[src/source/dcache_pkg.sv]
package dcache_pkg;

    // geometry
    localparam int ADDR_WIDTH     = 32;
    localparam int WORD_WIDTH     = 32;
    localparam int WORDS_PER_LINE = 4;
    localparam int NUM_SETS       = 256;
    localparam int OFFSET_WIDTH   = 4;   // byte offset in a line
    localparam int INDEX_WIDTH    = 8;
    localparam int TAG_WIDTH      = ADDR_WIDTH - INDEX_WIDTH - OFFSET_WIDTH;
    localparam int NUM_WAYS       = 2;

    typedef logic [ADDR_WIDTH-1:0]                addr_t;
    typedef logic [WORD_WIDTH-1:0]                word_t;
    typedef logic [WORD_WIDTH/8-1:0]              strb_t;
    typedef logic [WORDS_PER_LINE*WORD_WIDTH-1:0] line_t;  // word 0 in low bits
    typedef logic [TAG_WIDTH-1:0]                 tag_t;
    typedef logic [INDEX_WIDTH-1:0]               index_t;
    typedef logic [OFFSET_WIDTH-1:0]              offset_t;
    typedef logic [NUM_WAYS-1:0]                  way_mask_t;

    // miss handling sequence of the controller
    typedef enum logic [2:0] {
        LOOKUP      = 3'd0,
        MISS_DIRTY  = 3'd1,   // waiting for write channel
        WRITEBACK   = 3'd2,
        MISS_CLEAN  = 3'd3,   // waiting for read channel
        REFILL      = 3'd4,
        REFILL_DONE = 3'd5    // re-read of the set
    } miss_state_t;

endpackage

[src/source/dcache_plru.sv]
`timescale 1ns/1ps

module dcache_plru import dcache_pkg::*; (
    input  logic      clk,
    input  logic      reset,
    input  index_t    index,
    input  logic      update,
    input  way_mask_t hit_way,
    output logic      victim
);

    logic [NUM_SETS-1:0] evict_bit;  // way to evict next, per set

    always_ff @(posedge clk) begin
        if (reset)
            evict_bit <= '0;
        else if (update)
            evict_bit[index] <= hit_way[0];  // way 0 used, so way 1 goes next
    end

    assign victim = evict_bit[index];

    a_hit_way_not_two_hot: assert property (
        @(posedge clk) disable iff (reset)
        update |-> !(&hit_way)
    ) else $error("plru update with both ways hit");

endmodule

[config.mk]
export PLATFORM = sky130hd
export DESIGN_NAME = dcache_plru
export DESIGN_NICKNAME = d
export VERILOG_FILES = /design/src/source/dcache_pkg.sv /design/src/source/dcache_plru.sv
export SDC_FILE = /design/constraint.sdc
export NUM_CORES = 1
export LEC_CHECK = 0
export ABC_AREA = 1
export BUFFER_PORTS_ARGS = -buffer_cell sky130_fd_sc_hd__buf_2
export CORE_MARGIN = 10
export CORE_UTILIZATION = 57
export DETAILED_ROUTE_END_ITERATION = 16
export GPL_TIMING_DRIVEN = 1
export PLACE_DENSITY = 0.74
export SLEW_MARGIN = 20
export SYNTH_ARGS = -nofsm -noshare
export SYNTH_HDL_FRONTEND = slang
export SYNTH_SLANG_ARGS = --single-unit
export TNS_END_PERCENT = 1
[constraint.sdc]
create_clock -name clk -period 1.54 [get_ports clk]
set_input_delay 0.154 -clock clk [delete_from_list [all_inputs] [get_ports clk]]
set_output_delay 0.154 -clock clk [all_outputs]
set_load 0.05 [all_outputs]
==> results of run 1 <==
[cell type report]
cell class	count	area, sq um	area share
inverter	68	259.0	0.01694
timing repair buffer	169	1639	0.1072
clock buffer	36	760.7	0.04976
tap	285	356.6	0.02332
sequential	256	5129	0.3355
multi-input combinational	1481	6877	0.4498
clock inverter	15	267.8	0.01751
[per-stage QoR]
step	hold slack [ns]	cell area, sq um	setup TNS, ns	util
after floorplan	0.4497	13110	-0.05712	-
after global placement	0.4570	14210	-42.73	0.6295
after detailed placement	0.4642	14210	-48.07	0.6295
after CTS	0.003308	15270	-0.6834	0.6764
after global routing	0.03332	15290	-0.8315	0.6773
final	0.01754	15290	-0.7262	0.6773
[report_power, final]
group          switching (mW)  internal [mW]  leakage (nW)
Clock                    2.86           4.66         0.503
Sequential            0.00650           6.63          2.06
Combinational           0.892          0.326          3.26
Total                    3.76           11.6          5.83
[final timing paths]
| check | start | endpoint | cells past startpoint |
|---|---|---|---|
| worst max-delay path | evict_bit[212] | victim | 13 |
| worst min-delay path | hit_way[0] | evict_bit[252] | 3 |
| worst max register to register | evict_bit[226] | evict_bit[226] | 3 |
| worst min register to register | evict_bit[27] | evict_bit[27] | 2 |
[Yosys cell counts, drive strengths merged]
library cell / instances / area (sq um)
nand3: 123 / 615.6
a21oi: 260 / 1301
o21ai: 120 / 600.6
nor2: 65 / 478.0
clkbuf: 80 / 300.3
buf: 83 / 518.0
nor3: 314 / 1582
dfxtp: 256 / 5125
inv: 66 / 250.2
clkinv: 2 / 7.510
nand2: 599 / 2261
[cell families (layout without fill, tap and decap cells)]
logic type      Yosys count  after routing  synth area share
simple gates           1101           1101            0.3786
compound gates          380            380            0.1459
flops                   256            256            0.3931
buf+inv                 231            288           0.08253
[critical path, delay by kind of cell (launching register included)]
family | cells | cell delay [ns]
AND/OR/NAND/NOR | 11 | 0.94
buffers and inverters | 1 | 0.16
flip-flops | 1 | 0.31
AO/OA/AOI/OAI | 1 | 0.12
[timing repair]
item / 4_1_cts / 5_1_grt
pin swaps: 6 / 10
endpoints found under the setup margin: 1 / 1
resized for setup: 11 / 9
[per-layer routing]
| layer | share of wire | routed length [um] |
|---|---|---|
| met3 | 0.12 | 5371 |
| met4 | 0.049 | 2229 |
| met5 | 0 | 0 |
| met2 | 0.44 | 20140 |
| met1 | 0.39 | 18050 |
==> reports/results.ini, run 1 <==
[status]
run_status = finished with violations
violations = negative setup slack

[sta]
min_period_ns = 2.266
relSlewSlack = 0.5454
rsz0062_at_grt = yes
fin_crit_sh = 1.472
worst_slack_ns = -0.7262
tightest_slew_ns = 0.6812
drv_slew = 0
hold_violations = 0
fin_skew_ns = 0
fmax_mhz = 441.3
setup_viol = 1

[clock_network]
cts_inserted_buffers = 28
clk_latency_ns = 0.55
clockBufferDepth = 3
cts_max_level = 1
root_buffer = clkbuf_16
ctsHoldBuffers = 0
cts_tree = yes
post_cts_buffers = 0
clk_pin_slew_ns = 0.06
clock_sinks = 256

[die]
std_cell_rows = 55
initial_utilization = 0.5777
dieArea_sq_mm = 0.02932
dieWidth_um = 171.2
die_h_um = 171.2
io_pins = 14
core_area_sq_mm = 0.02257

[run]
cap_viol_max_count = 0

[yosys]
syn_area_sq_mm = 0.01304
synth.distinct_cells = 23
synthCells = 1968
synth_fp_nets = 1981
seq_area_frac_synth = 0.3931
ys_seq_elements = 256
yosysWarnings = 0
postSynthAreaPerCell_sq_um = 6.625

[setup_path]
worstPathCellList = nand2_1 -> nand2_1 -> nand2_1 -> nand2_1 -> nand2_1 -> nand2_2 -> o21ai_2 -> nand2_1 -> nor2_1 -> nor2_1 -> nor2_1 -> nand2_2 -> buf_8
cp-end-kind = primary output
cp_slowest_cell = dfxtp_1
critPathMaxFanout = 2
r2r_slack_ns = 0.79
arrival_ns = 2.11
max_stage_delay_ns = 0.31
start_kind = flip-flop
critPathKind = reg -> out
required_ns = 1.39
cp_common_cell = nand2_1

[route]
dr.pass1.iters = 6
drc = 0
postRouteAntennaNets = 0
first_iter_violations = 2017
via_per_inst = 6.155
detail_route.wl_per_cell_um = 19.83
wl_um = 45800
dr_total_vias = 14220

[final_layout]
antenna_cells = 0
largest_reg_flops = 256
stdcell_count = 2310
reg_top3 = evict_bit (256)
final_common_cell = nand2_1
drive_gt1_frac = 0.1625
final_cell_mix = 588 x nand2_1, 312 x nor3_1, 260 x a21oi_1, 253 x dfxtp_1, 128 x buf_4
fin_nets = 2017
syn2layout_area_growth_pct = 17.25
top_register = evict_bit
nFillCells = 1982

[global_route]
grt_max_degree = 111
gr-usage-met1 = 0.4092
grt_first_pass_wirelength_um = 72480
overflow = 0
antenna_found_initial = 0
grt_pass1_vias = 13240
grtUsageTotal = 0.3071
met3_usage = 0.05822
grt_busiest_layer = met2
grt.met2_usage = 0.4672

[power_and_ir_drop]
leakagePower_nw = 5.827
peakVddDrop_uv = 934.3
power_mw = 15.38
p_per_area_mw_per_mm2 = 1006

[place]
post-place-cells = 2259
port_buffers = 12
pre_cts_ws_ns = -0.5524
dp_hpwl_um = 28680
place.gp.congestion = 0.9493

[hold_path]
hold_path.class = in -> reg

(Power assumes the default switching activity.)
==> run 2, diff against run 1 <==
CTS_BUF_LIST = sky130_fd_sc_hd__clkbuf_8 sky130_fd_sc_hd__clkbuf_16   (was default)
==> run 2 against run 1 <==
The run still ends with negative setup slack left. Register-to-register slack barely moved. Total power hardly changed. Sequential share of layout area unchanged. Sequential power about the same. Fmax barely moved. Worst hold slack improved by 0.0015 ns. Via count rose by 0.29%. Sequential cell count unchanged. Wire length about the same. Final area unchanged. Combinational power barely moved. Setup slack improved by 0.00055 ns. Highest routed layer unchanged.
==> reports/results.ini, run 2 (synthesized netlist as in run 1, its figures left out) <==
[sta]
drv_slew = 0  ; unchanged
fin_crit_sh = 1.471  ; about the same
fmax_mhz = 441.4  ; about the same
hold_violations = 0  ; unchanged
worst_slack_ns = -0.7257  ; +0.0005470 ns
min_period_ns = 2.266  ; -0.0005470 ns
setup_viol = 1  ; unchanged
tightest_slew_ns = 0.6936  ; +0.01243 ns
relSlewSlack = 0.5371  ; -0.008298
rsz0062_at_grt = yes
fin_skew_ns = 0  ; unchanged

[global_route]
grt_max_degree = 111  ; unchanged
gr-usage-met1 = 0.4092  ; unchanged
grt.met2_usage = 0.4672  ; unchanged
antenna_found_initial = 0  ; unchanged
grtUsageTotal = 0.3071  ; unchanged
overflow = 0  ; unchanged
grt_first_pass_wirelength_um = 72480  ; unchanged
met3_usage = 0.05822  ; unchanged
grt_busiest_layer = met2
grt_pass1_vias = 13240  ; unchanged

[final_layout]
stdcell_count = 2310  ; unchanged
final_cell_mix = 588 x nand2_1, 312 x nor3_1, 260 x a21oi_1, 253 x dfxtp_1, 128 x buf_4
syn2layout_area_growth_pct = 17.25  ; unchanged
antenna_cells = 0  ; unchanged
top_register = evict_bit
fin_nets = 2017  ; unchanged
reg_top3 = evict_bit (256)
nFillCells = 1982  ; unchanged
final_common_cell = nand2_1
largest_reg_flops = 256  ; unchanged
drive_gt1_frac = 0.1625  ; unchanged

[clock_network]
clk_pin_slew_ns = 0.07  ; about the same
clock_sinks = 256  ; unchanged
root_buffer = clkbuf_16
cts_max_level = 1  ; unchanged
cts_inserted_buffers = 28  ; unchanged
post_cts_buffers = 0  ; unchanged
clockBufferDepth = 3  ; unchanged
clk_latency_ns = 0.56  ; about the same
cts_tree = yes

[power_and_ir_drop]
switching_power_mw = 3.780  ; +0.49%
p_int_mw = 11.59  ; -0.29%
clkPwrFrac = 0.489  ; about the same
combPwrFrac = 0.079  ; about the same
leakagePower_nw = 5.848  ; +0.36%
power_mw = 15.37  ; about the same
peakVddDrop_uv = 943.9  ; +1.0%
switching_share = 0.2460  ; +0.001446
pwr-share-seq = 0.432  ; about the same
p_per_area_mw_per_mm2 = 1005  ; about the same

[hold_path]
hold_end = evict_bit[252]
hold_path.class = in -> reg
hold_path_depth = 3  ; unchanged
min-delay-start = hit_way[0]

[place]
post-place-cells = 2259  ; unchanged
port_buffers = 12  ; unchanged
place.gp.congestion = 0.9493  ; unchanged
dp_hpwl_um = 28680  ; unchanged

[route]
drc = 0  ; unchanged
postRouteAntennaNets = 0  ; unchanged
via_per_inst = 6.172  ; +0.29%
dr_total_vias = 14260  ; +0.29%
first_iter_violations = 1991  ; -1.3%
detail_route.wl_per_cell_um = 19.83  ; about the same
dr.pass1.iters = 6  ; unchanged
wl_um = 45810  ; about the same

[setup_path]
cp_slowest_cell = dfxtp_1
start_kind = flip-flop
max_stage_delay_ns = 0.31  ; about the same
worstPathCellList = nand2_1 -> nand2_1 -> nand2_1 -> nand2_1 -> nand2_1 -> nand2_2 -> o21ai_2 -> nand2_1 -> nor2_1 -> nor2_1 -> nor2_1 -> nand2_2 -> buf_8
r2r-start = evict_bit[226]
critPathKind = reg -> out
worstReg2RegEnd = evict_bit[226]
cp_common_cell = nand2_1
reg2regPathDepth = 3  ; unchanged
critPathMaxFanout = 2  ; unchanged
required_ns = 1.39  ; about the same
r2r_slack_ns = 0.79  ; about the same
arrival_ns = 2.11  ; about the same
cp-end-kind = primary output

[die]
core_area_sq_mm = 0.02257  ; unchanged
dieWidth_um = 171.2  ; unchanged
dieArea_sq_mm = 0.02932  ; unchanged
std_cell_rows = 55  ; unchanged
io_pins = 14  ; unchanged
initial_utilization = 0.5777  ; unchanged
die_h_um = 171.2  ; unchanged

[run]
cap_viol_max_count = 0  ; unchanged

[status]
violations = negative setup slack
run_status = finished with violations

## run 2: changes by cell type in the layout (fill, tap and decap cells not counted)
cell / previous run / this run
clkbuf_1: 5 / 0
inv_1: 17 / 22
## run 2: cell type report
cell class | count | area (sq um) | area share
flip-flops and latches | 256 | 5129 | 0.3355
clock inverters | 20 | 286.5 | 0.01874
well taps | 285 | 356.6 | 0.02332
repair buffers | 169 | 1639 | 0.1072
clock buffers | 31 | 742.0 | 0.04853
multi-input cells | 1481 | 6877 | 0.4498
inverters | 68 | 259.0 | 0.01694
## run 2: worst max-delay path by stage
stage	slack [ns]	end	cells after the start	startpoint
detailed placement	-0.55	victim	16	index[0]
global placement	-0.57	victim	16	index[0]
finish	-0.73	victim	13	evict_bit[212]
global route	-0.83	victim	13	evict_bit[196]
floorplan	-0.06	victim	14	index[1]
CTS	-0.68	victim	13	evict_bit[224]
## run 2: worst max-delay path, delay by kind of cell (launching register included)
kind	cells	cell delay [ns]
compound gates	1	0.12
buf+inv	1	0.16
flops	1	0.31
simple gates	11	0.93
## run 2: metal layers
| metal | share of wire | up-vias |
|---|---|---|
| met5 | 0 | - |
| met4 | 0.048 | 0 |
| met3 | 0.12 | 159 |
| met2 | 0.44 | 931 |
| met1 | 0.39 | 6507 |
| li1 | - | 6661 |
## run 2: power groups by stage
stage / combinational [mW] / clock, mW / sequential, mW
global route: 1.26 / 7.77 / 6.64
global placement: 1.16 / 0 / 6.79
finish: 1.22 / 7.51 / 6.64
detailed placement: 1.17 / 0 / 6.79
CTS: 1.17 / 7.51 / 6.64
floorplan: 0.666 / 0 / 6.79
## run 2: timing repair
action / 4_1_cts / 5_1_grt
hold buffers: 0 / 0
resized for setup: 11 / 9
pin swaps: 6 / 10
setup endpoints to repair: 1 / 1
## run 2: metrics by stage
stage               hold WS (ns)  utilization   TNS, ns  worst slack (ns)  instance area (sq um)
global route             0.03332       0.6773   -0.8315           -0.8315                  15290
global placement          0.4570       0.6295    -42.73           -0.5654                  14210
floorplan                 0.4497            -  -0.05712          -0.05712                  13110
detailed placement        0.4642       0.6295    -48.07           -0.5524                  14210
finish                   0.01904       0.6773   -0.7257           -0.7257                  15290
CTS                     0.003308       0.6764   -0.6834           -0.6834                  15270
