===== config.mk =====
export PLATFORM = sky130hd
export DESIGN_NAME = dcache_ctrl_flat
export DESIGN_NICKNAME = d
export VERILOG_FILES = /design/src/source/dcache_pkg.sv /design/src/source/dcache_array_if.sv /design/src/source/dcache_ctrl.sv /design/src/flat_wrapper.sv
export SDC_FILE = /design/constraint.sdc
export NUM_CORES = 1
export LEC_CHECK = 0
export BUFFER_PORTS_ARGS = -buffer_cell sky130_fd_sc_hd__buf_2
export CAP_MARGIN = 20
export CORE_AREA = 2 2 369 371
export DETAILED_ROUTE_END_ITERATION = 10
export DIE_AREA = 0 0 371 373
export GPL_TIMING_DRIVEN = 0
export MAX_ROUTING_LAYER = met4
export PLACE_DENSITY = 0.4
export SLEW_MARGIN = 25
export SYNTH_ARGS = -nofsm -noshare
export SYNTH_HDL_FRONTEND = slang
export SYNTH_SLANG_ARGS = --single-unit
export TNS_END_PERCENT = 10

===== constraint.sdc =====
create_clock -name clk -period 11.59 [get_ports clk]
set_clock_uncertainty 0.15 [all_clocks]
set_input_delay 2.318 -clock clk [delete_from_list [all_inputs] [get_ports clk]]
set_output_delay 2.318 -clock clk [all_outputs]
set_load 0.02 [all_outputs]

===== src/source/dcache_pkg.sv =====
package dcache_pkg;

    // geometry
    localparam int ADDR_WIDTH     = 32;
    localparam int WORD_WIDTH     = 32;
    localparam int WORDS_PER_LINE = 4;
    localparam int NUM_SETS       = 256;
    localparam int OFFSET_WIDTH   = 4;   // byte offset in a line
    localparam int INDEX_WIDTH    = 8;
    localparam int TAG_WIDTH      = ADDR_WIDTH - INDEX_WIDTH - OFFSET_WIDTH;
    localparam int NUM_WAYS       = 2;

    typedef logic [ADDR_WIDTH-1:0]                addr_t;
    typedef logic [WORD_WIDTH-1:0]                word_t;
    typedef logic [WORD_WIDTH/8-1:0]              strb_t;
    typedef logic [WORDS_PER_LINE*WORD_WIDTH-1:0] line_t;  // word 0 in low bits
    typedef logic [TAG_WIDTH-1:0]                 tag_t;
    typedef logic [INDEX_WIDTH-1:0]               index_t;
    typedef logic [OFFSET_WIDTH-1:0]              offset_t;
    typedef logic [NUM_WAYS-1:0]                  way_mask_t;

    // miss handling sequence of the controller
    typedef enum logic [2:0] {
        LOOKUP      = 3'd0,
        MISS_DIRTY  = 3'd1,   // waiting for write channel
        WRITEBACK   = 3'd2,
        MISS_CLEAN  = 3'd3,   // waiting for read channel
        REFILL      = 3'd4,
        REFILL_DONE = 3'd5    // re-read of the set
    } miss_state_t;

endpackage


===== src/source/dcache_array_if.sv =====
`timescale 1ns/1ps

interface dcache_array_if import dcache_pkg::*; ();

    // lookup
    logic                                    rd_en;
    index_t                                  rd_index;

    // tag/valid write, valid is set on every tag write
    way_mask_t                               tag_we;
    index_t                                  tag_index;
    tag_t                                    tag_wdata;

    way_mask_t                               dirty_we;
    index_t                                  dirty_index;
    logic                                    dirty_wbit;

    logic [NUM_WAYS-1:0][WORDS_PER_LINE-1:0] data_we;     // per way, per word
    index_t                                  data_index;
    line_t                                   data_wline;

    // registered read results
    tag_t  [NUM_WAYS-1:0]                    tag_q;
    way_mask_t                               valid_q;
    way_mask_t                               dirty_q;
    line_t [NUM_WAYS-1:0]                    line_q;

    modport ctrl (
        output rd_en, rd_index, tag_we, tag_index, tag_wdata,
        output dirty_we, dirty_index, dirty_wbit, data_we, data_index, data_wline,
        input  tag_q, valid_q, dirty_q, line_q
    );

    modport arrays (
        input  rd_en, rd_index, tag_we, tag_index, tag_wdata,
        input  dirty_we, dirty_index, dirty_wbit, data_we, data_index, data_wline,
        output tag_q, valid_q, dirty_q, line_q
    );

endinterface


===== src/source/dcache_ctrl.sv =====
`timescale 1ns/1ps

module dcache_ctrl import dcache_pkg::*; (
    input  logic         clk,
    input  logic         reset,
    input  logic         data_valid,
    input  logic         data_op,
    input  addr_t        data_addr,
    input  word_t        data_wdata,
    input  strb_t        data_strb,
    output word_t        data_rdata,
    output logic         busy,
    output logic         mem_rd_req,
    output addr_t        mem_rd_addr,
    input  logic         mem_rd_rdy,
    input  logic         mem_ret_valid,
    input  line_t        mem_ret_data,
    output logic         mem_wr_req,
    output addr_t        mem_wr_addr,
    output line_t        mem_wr_data,
    input  logic         mem_wr_rdy,
    input  logic         mem_wr_valid,
    dcache_array_if.ctrl arr,
    output index_t       plru_index,
    output logic         plru_update,
    output way_mask_t    plru_hit_way,
    input  logic         victim
);

    miss_state_t state;
    miss_state_t state_next;

    // request buffer
    logic    req_valid;
    logic    req_op;
    tag_t    req_tag;
    index_t  req_index;
    offset_t req_offset;
    word_t   req_wdata;
    strb_t   req_strb;

    // write buffer
    logic                    wr_pending;
    way_mask_t               wb_way;
    index_t                  wb_index;
    logic [OFFSET_WIDTH-3:0] wb_wsel;
    word_t                   wb_word;

    // store written in the same cycle as a read of its set
    logic [NUM_WAYS-1:0][WORDS_PER_LINE-1:0] fwd_we;
    way_mask_t                               fwd_dirty;
    word_t                                   fwd_word;

    logic [NUM_WAYS-1:0][WORDS_PER_LINE-1:0] data_we;
    line_t [NUM_WAYS-1:0]                    eff_line;
    word_t [NUM_WAYS-1:0]                    eff_word;
    way_mask_t                               eff_dirty;
    way_mask_t                               hit_way;
    way_mask_t                               victim_mask;
    logic [OFFSET_WIDTH-3:0]                 req_wsel;
    logic                                    lookup;
    logic                                    hit;
    logic                                    accept;
    logic                                    refill_wr;
    word_t                                   hit_word;
    word_t                                   merged;

    assign accept      = data_valid & ~busy;
    assign lookup      = req_valid & (state == LOOKUP);
    assign req_wsel    = req_offset[OFFSET_WIDTH-1:2];
    assign victim_mask = victim ? 2'b10 : 2'b01;
    assign refill_wr   = (state == REFILL) & mem_ret_valid;

    always_comb begin
        for (int w = 0; w < NUM_WAYS; w++) begin
            for (int k = 0; k < WORDS_PER_LINE; k++) begin
                eff_line[w][k*WORD_WIDTH +: WORD_WIDTH] =
                    fwd_we[w][k] ? fwd_word : arr.line_q[w][k*WORD_WIDTH +: WORD_WIDTH];
            end
            eff_word[w] = eff_line[w][req_wsel*WORD_WIDTH +: WORD_WIDTH];
            hit_way[w]  = arr.valid_q[w] & (arr.tag_q[w] == req_tag);
        end
    end

    assign eff_dirty  = arr.dirty_q | fwd_dirty;
    assign hit        = |hit_way;
    assign hit_word   = hit_way[1] ? eff_word[1] : eff_word[0];
    assign data_rdata = hit_word;

    // stores stall one cycle for the merge
    assign busy = (state != LOOKUP) | (req_valid & (~hit | req_op));

    always_comb begin
        for (int b = 0; b < WORD_WIDTH/8; b++)
            merged[b*8 +: 8] = req_strb[b] ? req_wdata[b*8 +: 8] : hit_word[b*8 +: 8];
    end

    always_ff @(posedge clk) begin
        if (reset)
            req_valid <= 1'b0;
        else if (accept)
            req_valid <= 1'b1;
        else if (lookup && hit)
            req_valid <= 1'b0;
    end

    always_ff @(posedge clk) begin
        if (accept) begin
            req_op     <= data_op;
            req_tag    <= data_addr[ADDR_WIDTH-1 -: TAG_WIDTH];
            req_index  <= data_addr[OFFSET_WIDTH +: INDEX_WIDTH];
            req_offset <= data_addr[OFFSET_WIDTH-1:0];
            req_wdata  <= data_wdata;
            req_strb   <= data_strb;
        end
    end

    always_ff @(posedge clk) begin
        if (reset)
            wr_pending <= 1'b0;
        else
            wr_pending <= lookup & hit & req_op;
    end

    always_ff @(posedge clk) begin
        if (lookup && hit && req_op) begin
            wb_way   <= hit_way;
            wb_index <= req_index;
            wb_wsel  <= req_wsel;
            wb_word  <= merged;
        end
    end

    // captured with each read, lives as long as the read result
    always_ff @(posedge clk) begin
        if (reset) begin
            fwd_we    <= '0;
            fwd_dirty <= '0;
        end else if (arr.rd_en) begin
            if (wr_pending && (arr.rd_index == wb_index)) begin
                fwd_we    <= data_we;
                fwd_dirty <= wb_way;
            end else begin
                fwd_we    <= '0;
                fwd_dirty <= '0;
            end
        end
    end

    always_ff @(posedge clk) begin
        if (arr.rd_en)
            fwd_word <= wb_word;
    end

    always_comb begin
        data_we = '0;
        for (int w = 0; w < NUM_WAYS; w++) begin
            if (wr_pending)
                data_we[w][wb_wsel] = wb_way[w];
            else if (refill_wr && victim_mask[w])
                data_we[w] = '1;
        end
    end

    assign arr.rd_en       = accept | (state == REFILL_DONE);
    assign arr.rd_index    = (state == REFILL_DONE) ? req_index
                                                    : data_addr[OFFSET_WIDTH +: INDEX_WIDTH];
    assign arr.tag_we      = refill_wr ? victim_mask : '0;
    assign arr.tag_index   = req_index;
    assign arr.tag_wdata   = req_tag;
    assign arr.dirty_we    = wr_pending ? wb_way : (refill_wr ? victim_mask : '0);
    assign arr.dirty_index = wr_pending ? wb_index : req_index;
    assign arr.dirty_wbit  = wr_pending;  // refill clears it
    assign arr.data_we     = data_we;
    assign arr.data_index  = wr_pending ? wb_index : req_index;
    assign arr.data_wline  = wr_pending ? {WORDS_PER_LINE{wb_word}} : mem_ret_data;

    assign plru_index   = req_index;
    assign plru_update  = lookup & hit;
    assign plru_hit_way = hit_way;

    always_ff @(posedge clk) begin
        if (reset)
            state <= LOOKUP;
        else
            state <= state_next;
    end

    always_comb begin
        state_next = state;
        case (state)
            LOOKUP:
                if (lookup && !hit)
                    state_next = eff_dirty[victim] ? MISS_DIRTY : MISS_CLEAN;
            MISS_DIRTY:
                if (mem_wr_rdy)
                    state_next = WRITEBACK;
            WRITEBACK:
                if (mem_wr_valid)
                    state_next = MISS_CLEAN;
            MISS_CLEAN:
                if (mem_rd_rdy)
                    state_next = REFILL;
            REFILL:
                if (mem_ret_valid)
                    state_next = REFILL_DONE;
            REFILL_DONE:
                state_next = LOOKUP;
            default:
                state_next = LOOKUP;
        endcase
    end

    assign mem_wr_req  = (state == MISS_DIRTY);
    assign mem_wr_addr = {arr.tag_q[victim], req_index, {OFFSET_WIDTH{1'b0}}};
    assign mem_wr_data = eff_line[victim];
    assign mem_rd_req  = (state == MISS_CLEAN);
    assign mem_rd_addr = {req_tag, req_index, {OFFSET_WIDTH{1'b0}}};

    a_one_bus_req: assert property (
        @(posedge clk) disable iff (reset)
        !(mem_rd_req && mem_wr_req)
    ) else $error("read and write requests both high");

    a_busy_in_miss: assert property (
        @(posedge clk) disable iff (reset)
        (state != LOOKUP) |-> busy && req_valid
    ) else $error("miss handling while not busy or without a held request");

endmodule


===== src/flat_wrapper.sv =====
// flat-port wrapper written by rule: the top's interface ports become plain ports
module dcache_ctrl_flat import dcache_pkg::*;
  (clk, reset, data_valid, data_op, data_addr, data_wdata, data_strb, data_rdata, busy, mem_rd_req, mem_rd_addr, mem_rd_rdy, mem_ret_valid, mem_ret_data, mem_wr_req, mem_wr_addr, mem_wr_data, mem_wr_rdy, mem_wr_valid, plru_index, plru_update, plru_hit_way, victim, arr_rd_en, arr_rd_index, arr_tag_we, arr_tag_index, arr_tag_wdata, arr_dirty_we, arr_dirty_index, arr_dirty_wbit, arr_data_we, arr_data_index, arr_data_wline, arr_tag_q, arr_valid_q, arr_dirty_q, arr_line_q);
  dcache_array_if arr_i ();
  input  logic clk;
  input  logic reset;
  input  logic data_valid;
  input  logic data_op;
  input  addr_t data_addr;
  input  word_t data_wdata;
  input  strb_t data_strb;
  output word_t data_rdata;
  output logic busy;
  output logic mem_rd_req;
  output addr_t mem_rd_addr;
  input  logic mem_rd_rdy;
  input  logic mem_ret_valid;
  input  line_t mem_ret_data;
  output logic mem_wr_req;
  output addr_t mem_wr_addr;
  output line_t mem_wr_data;
  input  logic mem_wr_rdy;
  input  logic mem_wr_valid;
  output index_t plru_index;
  output logic plru_update;
  output way_mask_t plru_hit_way;
  input  logic victim;
  output wire logic [$bits(arr_i.rd_en)-1:0] arr_rd_en;
  output wire logic [$bits(arr_i.rd_index)-1:0] arr_rd_index;
  output wire logic [$bits(arr_i.tag_we)-1:0] arr_tag_we;
  output wire logic [$bits(arr_i.tag_index)-1:0] arr_tag_index;
  output wire logic [$bits(arr_i.tag_wdata)-1:0] arr_tag_wdata;
  output wire logic [$bits(arr_i.dirty_we)-1:0] arr_dirty_we;
  output wire logic [$bits(arr_i.dirty_index)-1:0] arr_dirty_index;
  output wire logic [$bits(arr_i.dirty_wbit)-1:0] arr_dirty_wbit;
  output wire logic [$bits(arr_i.data_we)-1:0] arr_data_we;
  output wire logic [$bits(arr_i.data_index)-1:0] arr_data_index;
  output wire logic [$bits(arr_i.data_wline)-1:0] arr_data_wline;
  input wire logic [$bits(arr_i.tag_q)-1:0] arr_tag_q;
  input wire logic [$bits(arr_i.valid_q)-1:0] arr_valid_q;
  input wire logic [$bits(arr_i.dirty_q)-1:0] arr_dirty_q;
  input wire logic [$bits(arr_i.line_q)-1:0] arr_line_q;
  assign arr_rd_en = arr_i.rd_en;
  assign arr_rd_index = arr_i.rd_index;
  assign arr_tag_we = arr_i.tag_we;
  assign arr_tag_index = arr_i.tag_index;
  assign arr_tag_wdata = arr_i.tag_wdata;
  assign arr_dirty_we = arr_i.dirty_we;
  assign arr_dirty_index = arr_i.dirty_index;
  assign arr_dirty_wbit = arr_i.dirty_wbit;
  assign arr_data_we = arr_i.data_we;
  assign arr_data_index = arr_i.data_index;
  assign arr_data_wline = arr_i.data_wline;
  assign arr_i.tag_q = arr_tag_q;
  assign arr_i.valid_q = arr_valid_q;
  assign arr_i.dirty_q = arr_dirty_q;
  assign arr_i.line_q = arr_line_q;
  dcache_ctrl u_core (.clk(clk), .reset(reset), .data_valid(data_valid), .data_op(data_op), .data_addr(data_addr), .data_wdata(data_wdata), .data_strb(data_strb), .data_rdata(data_rdata), .busy(busy), .mem_rd_req(mem_rd_req), .mem_rd_addr(mem_rd_addr), .mem_rd_rdy(mem_rd_rdy), .mem_ret_valid(mem_ret_valid), .mem_ret_data(mem_ret_data), .mem_wr_req(mem_wr_req), .mem_wr_addr(mem_wr_addr), .mem_wr_data(mem_wr_data), .mem_wr_rdy(mem_wr_rdy), .mem_wr_valid(mem_wr_valid), .arr(arr_i), .plru_index(plru_index), .plru_update(plru_update), .plru_hit_way(plru_hit_way), .victim(victim));
endmodule

==> key figures <==
Floorplanning
  – Starting density of the core: 11.5%
  – Core Rows: 135
  – Chip height: 373 um
  – I/O pin cnt: 937
  – Core ar.: 135,000 um^2
  – Floorplan die area: 138,000 um^2
  – Die X-Extent: 371 um

Setup path
  – Number of buffers and inverters on the critical path: 5
  – FF-to-FF Start: u_core.arr.tag_wdata[0]
  – WS Path Type: in -> out
  – Number of gates on the worst path with buffers counted: 12
  – Worst flop-to-flop path endpoint: u_core.wb_word[1]
  – Worst-case register-to-register setup slack: 6.47 ns
  – Capture point of the worst path: data_rdata[10]
  – Critical path fanouts, max: 10
  – Cell family with the largest share of critical-path delay: simple AND/OR/NAND/NOR gates
  – Cell repeated most along the worst path: buf_2
  – Stage delay of the slowest cell on the critical path: 0.81 ns
  – Launch point of the worst path: arr_tag_q[20]
  – List of cells traversed by the critical path: buf_2 > xor2_1 > nor4_1 > and2_1 > buf_2 > nand3_4 > inv_2 > mux2i_2 > clkbuf_1 > o2111ai_1 > nand3_1 > buf_2
  – Slowest CP cell: nor4_1
  – Number of cells on the worst reg-to-reg path: 10
  – Startpoint type of the worst setup path: input pin
  – Endpoint arrival time on the critical path: 6.96 ns
  – Type of destination of the critical path: output port
  – Required time worst endpoint: 9.12 ns

Clocking
  – Number of buffers added by the clock tree synthesis step: 17
  – Maximum number of buffers from clock root to sink: 2
  – Number of H-tree levels: 4
  – Setup repair bufs after CTS: 0
  – Clock transition at the registers of the reported paths: 0.07 ns
  – Clock tree from TritonCTS: yes
  – Number of buffers inserted by hold repair at cts: 0
  – Clock insertion delay at the later pin of the skew report: 0.53 ns
  – Gates resized, CTS repair: 0
  – Clock Sinks: 158
  – CTS Root Cell: clkbuf_16

STA
  – Total Neg Setup Slack: 0 ns
  – Count of final max-slew check failures: 0
  – Hold violation total from the final report: 0
  – Fmax: 106 MHz
  – Max-Slew Margin vs Limit: 17.0%
  – Min Tclk post-route: 9.43 ns
  – Unrepaired setup endpoints after global routing: false
  – Final cycle utilization of the critical path: 81.4%
  – Worst slew pin tran: 1.23 ns
  – # setup viols final: 0

Logic synthesis
  – Flip-flop and latch count after synthesis: 158
  – EDFF count, synth: 143
  – Cell types with the largest area share after synthesis: edfxtp_1 (28%), nor2_1 (7.5%), mux2i_1 (6.1%)
  – Gate count of the mapped netlist: 1,973
  – Most frequent cells after synthesis: nor2_1 (309), o21ai_0 (164), clkbuf_1 (156), edfxtp_1 (143), inv_1 (143)
  – Synth unique cells: 63
  – Area share of the largest cell type after synthesis: 27.8%
  – Share of synthesized registers carrying an async set or reset: 0%
  – Library cell with the highest instance count after synthesis: nor2_1
  – Top cell type by total area after synthesis: edfxtp_1
  – Register area share after synthesis: 29.7%
  – Synth warnings: 0
  – Prevailing post-synth register cell: edfxtp_1
  – Mean instance size in the synthesized netlist: 7.84 um^2
  – Netlist Area Pre-Place: 15,500 um^2

Final layout
  – Cell area after layout: 23,500 um^2
  – Total Nets Final: 3,443
  – Area Overhead vs Synth: 51.8%
  – Layout cell share with drive strength beyond 1: 38.8%

Power and ir drop
  – Leakage power: 10.1 nW
  – Worst-case vdd ir drop: 0.000125 V
  – Pwr dens: 114 nW/um^2

Route
  – WL/cell: 33.4 um
  – Residual DRC: 0
  – Overall via count from detail_route: 20.8k
  – Detailed Routing Iterations Pass 1: 7
  – Iteration-0 DRC Markers: 1,643
  – Number of antenna-violating nets in the routed design: 0
  – Avg Vias per Cell: 4.32
  – Wire length after detailed routing: 161,000 um

Min path
  – Path category of the worst min-delay check: reg -> reg

Placed design
  – Detailed Place HPWL: 139,000 um
  – Number of I/O port buffers: 925
  – Routability-driven placement congestion ratio: 0.947
  – Post-placement cell area: 22,700 um^2

Global routing
  – Largest net degree at the start of global routing: 34
  – Met1 routing resource usage after global routing: 26.1%
  – Residual overflow from global routing: 0
  – Layer carrying the most global-route usage: met2
  – Initial antenna violation count: 136
  – First-pass GRT wire length: 202,000 um
  – Met2 routing resource usage after global routing: 37.5%
  – GRT Overall Usage: 22.9%
  – Fraction of met3 tracks used by global routing: 9.41%
  – Via count of the first global-routing pass: 19.7k

Run
  – Number of maximum-capacitance violations: 0

Outcome
  – Outcome: completed
==> kinds of logic (layout without fill, tap and decap cells) <==
kind of cell	count (synthesis)	count (layout)	synth area share, %
muxes	160	160	10.9
DFF	158	158	29.7
xor gates and xnor gates	48	48	2.72
and+or+nand+nor	606	606	18.2
buffers and inverters	397	1368	11.3
other	1	88	0.0242
AOI/OAI and AO/OA	603	603	27.1
==> layout by cell type, fill, tap and decap left out, types with 36 or more instances in the layout <==
master    count
o21ai_0     164
o22ai_1     112
or3_1        50
mux2i_1      91
a41oi_1      36
buf_2       942
buf_4        61
nor2b_1      61
edfxtp_1    143
a211oi_1     97
clkbuf_1    146
nor2_1      309
inv_1       143
nand2_1      77
mux2_2       49
diode_2      80
==> routing by layer <==
metal | routed length (um) | share of wire [%]
met1 | 65600 | 41
met2 | 76000 | 47
met3 | 15500 | 9.6
met4 | 3780 | 2.4
met5 | 0 | 0
==> sequential cells by signal (all words and copies together) (netlist names) <==
signal,cells
u_core.fwd_word,32
u_core.req_wdata,32
u_core.wb_word,32
u_core.arr.tag_wdata,20
u_core.arr.tag_index,8
u_core.fwd_we,8
u_core.wb_index,8
u_core.req_strb,4
u_core.state,3
u_core.fwd_dirty,2
u_core.req_offset,2
u_core.wb_way,2
u_core.wb_wsel,2
u_core.arr.dirty_wbit,1
u_core.req_op,1
u_core.req_valid,1
==> layout make-up <==
class	count	area (um^2)
Clock inverter	8	133
Sequential cell	158	4590
Tap cell	1781	2230
Buffer	253	1220
Multi-Input combinational cell	1425	9230
Clock buffer	24	492
Timing Repair Buffer	939	4840
Fill cell	15600	111000
Antenna cell	80	200
Inverter	144	541
==> worst register-to-register path: stages (launching register included) <==
cell,delay [ns]
edfxtp_1,0.47
xor2_1,0.18
nor4_1,0.81
and2_1,0.24
buf_2,0.26
nand3_4,0.31
inv_2,0.21
mux2i_2,0.81
clkbuf_1,0.71
o2111ai_1,0.23
a41oi_1,0.50
==> metrics by stage <==
step	hold slack [ns]	worst slack, ns	cells	utilization, %	total power [mW]
finish	0.312	2.16	4812	17.4	2.67
global route	0.319	2.11	4804	17.4	2.78
CTS	0.313	2.22	4732	17.3	2.69
detailed placement	0.297	2.24	4700	16.8	2.03
global placement	0.286	-4.19	4686	16.6	2.03
floorplan	0.274	1.67	1980	-	1.39
==> power breakdown <==
group	total, mW	switching, mW	internal (mW)	leakage [nW]
Clock	0.648	0.286	0.362	0.301
Sequential	0.757	0.0504	0.706	1.45
Combinational	1.27	0.867	0.401	8.33
==> worst min-delay path by stage <==
stage / start / endpoint / cells after the start
4_1_cts: u_core.wb_word[18] / u_core.fwd_word[18] / 0
5_1_grt: u_core.wb_word[18] / u_core.fwd_word[18] / 0
6_report: u_core.wb_word[25] / u_core.fwd_word[25] / 0
3_3_place_gp: u_core.wb_word[25] / u_core.fwd_word[25] / 0
2_1_floorplan: u_core.req_offset[2] / u_core.wb_wsel[0] / 0
3_5_place_dp: u_core.wb_word[25] / u_core.fwd_word[25] / 0
No activity file was read; power rests on OpenSTA's default activity.
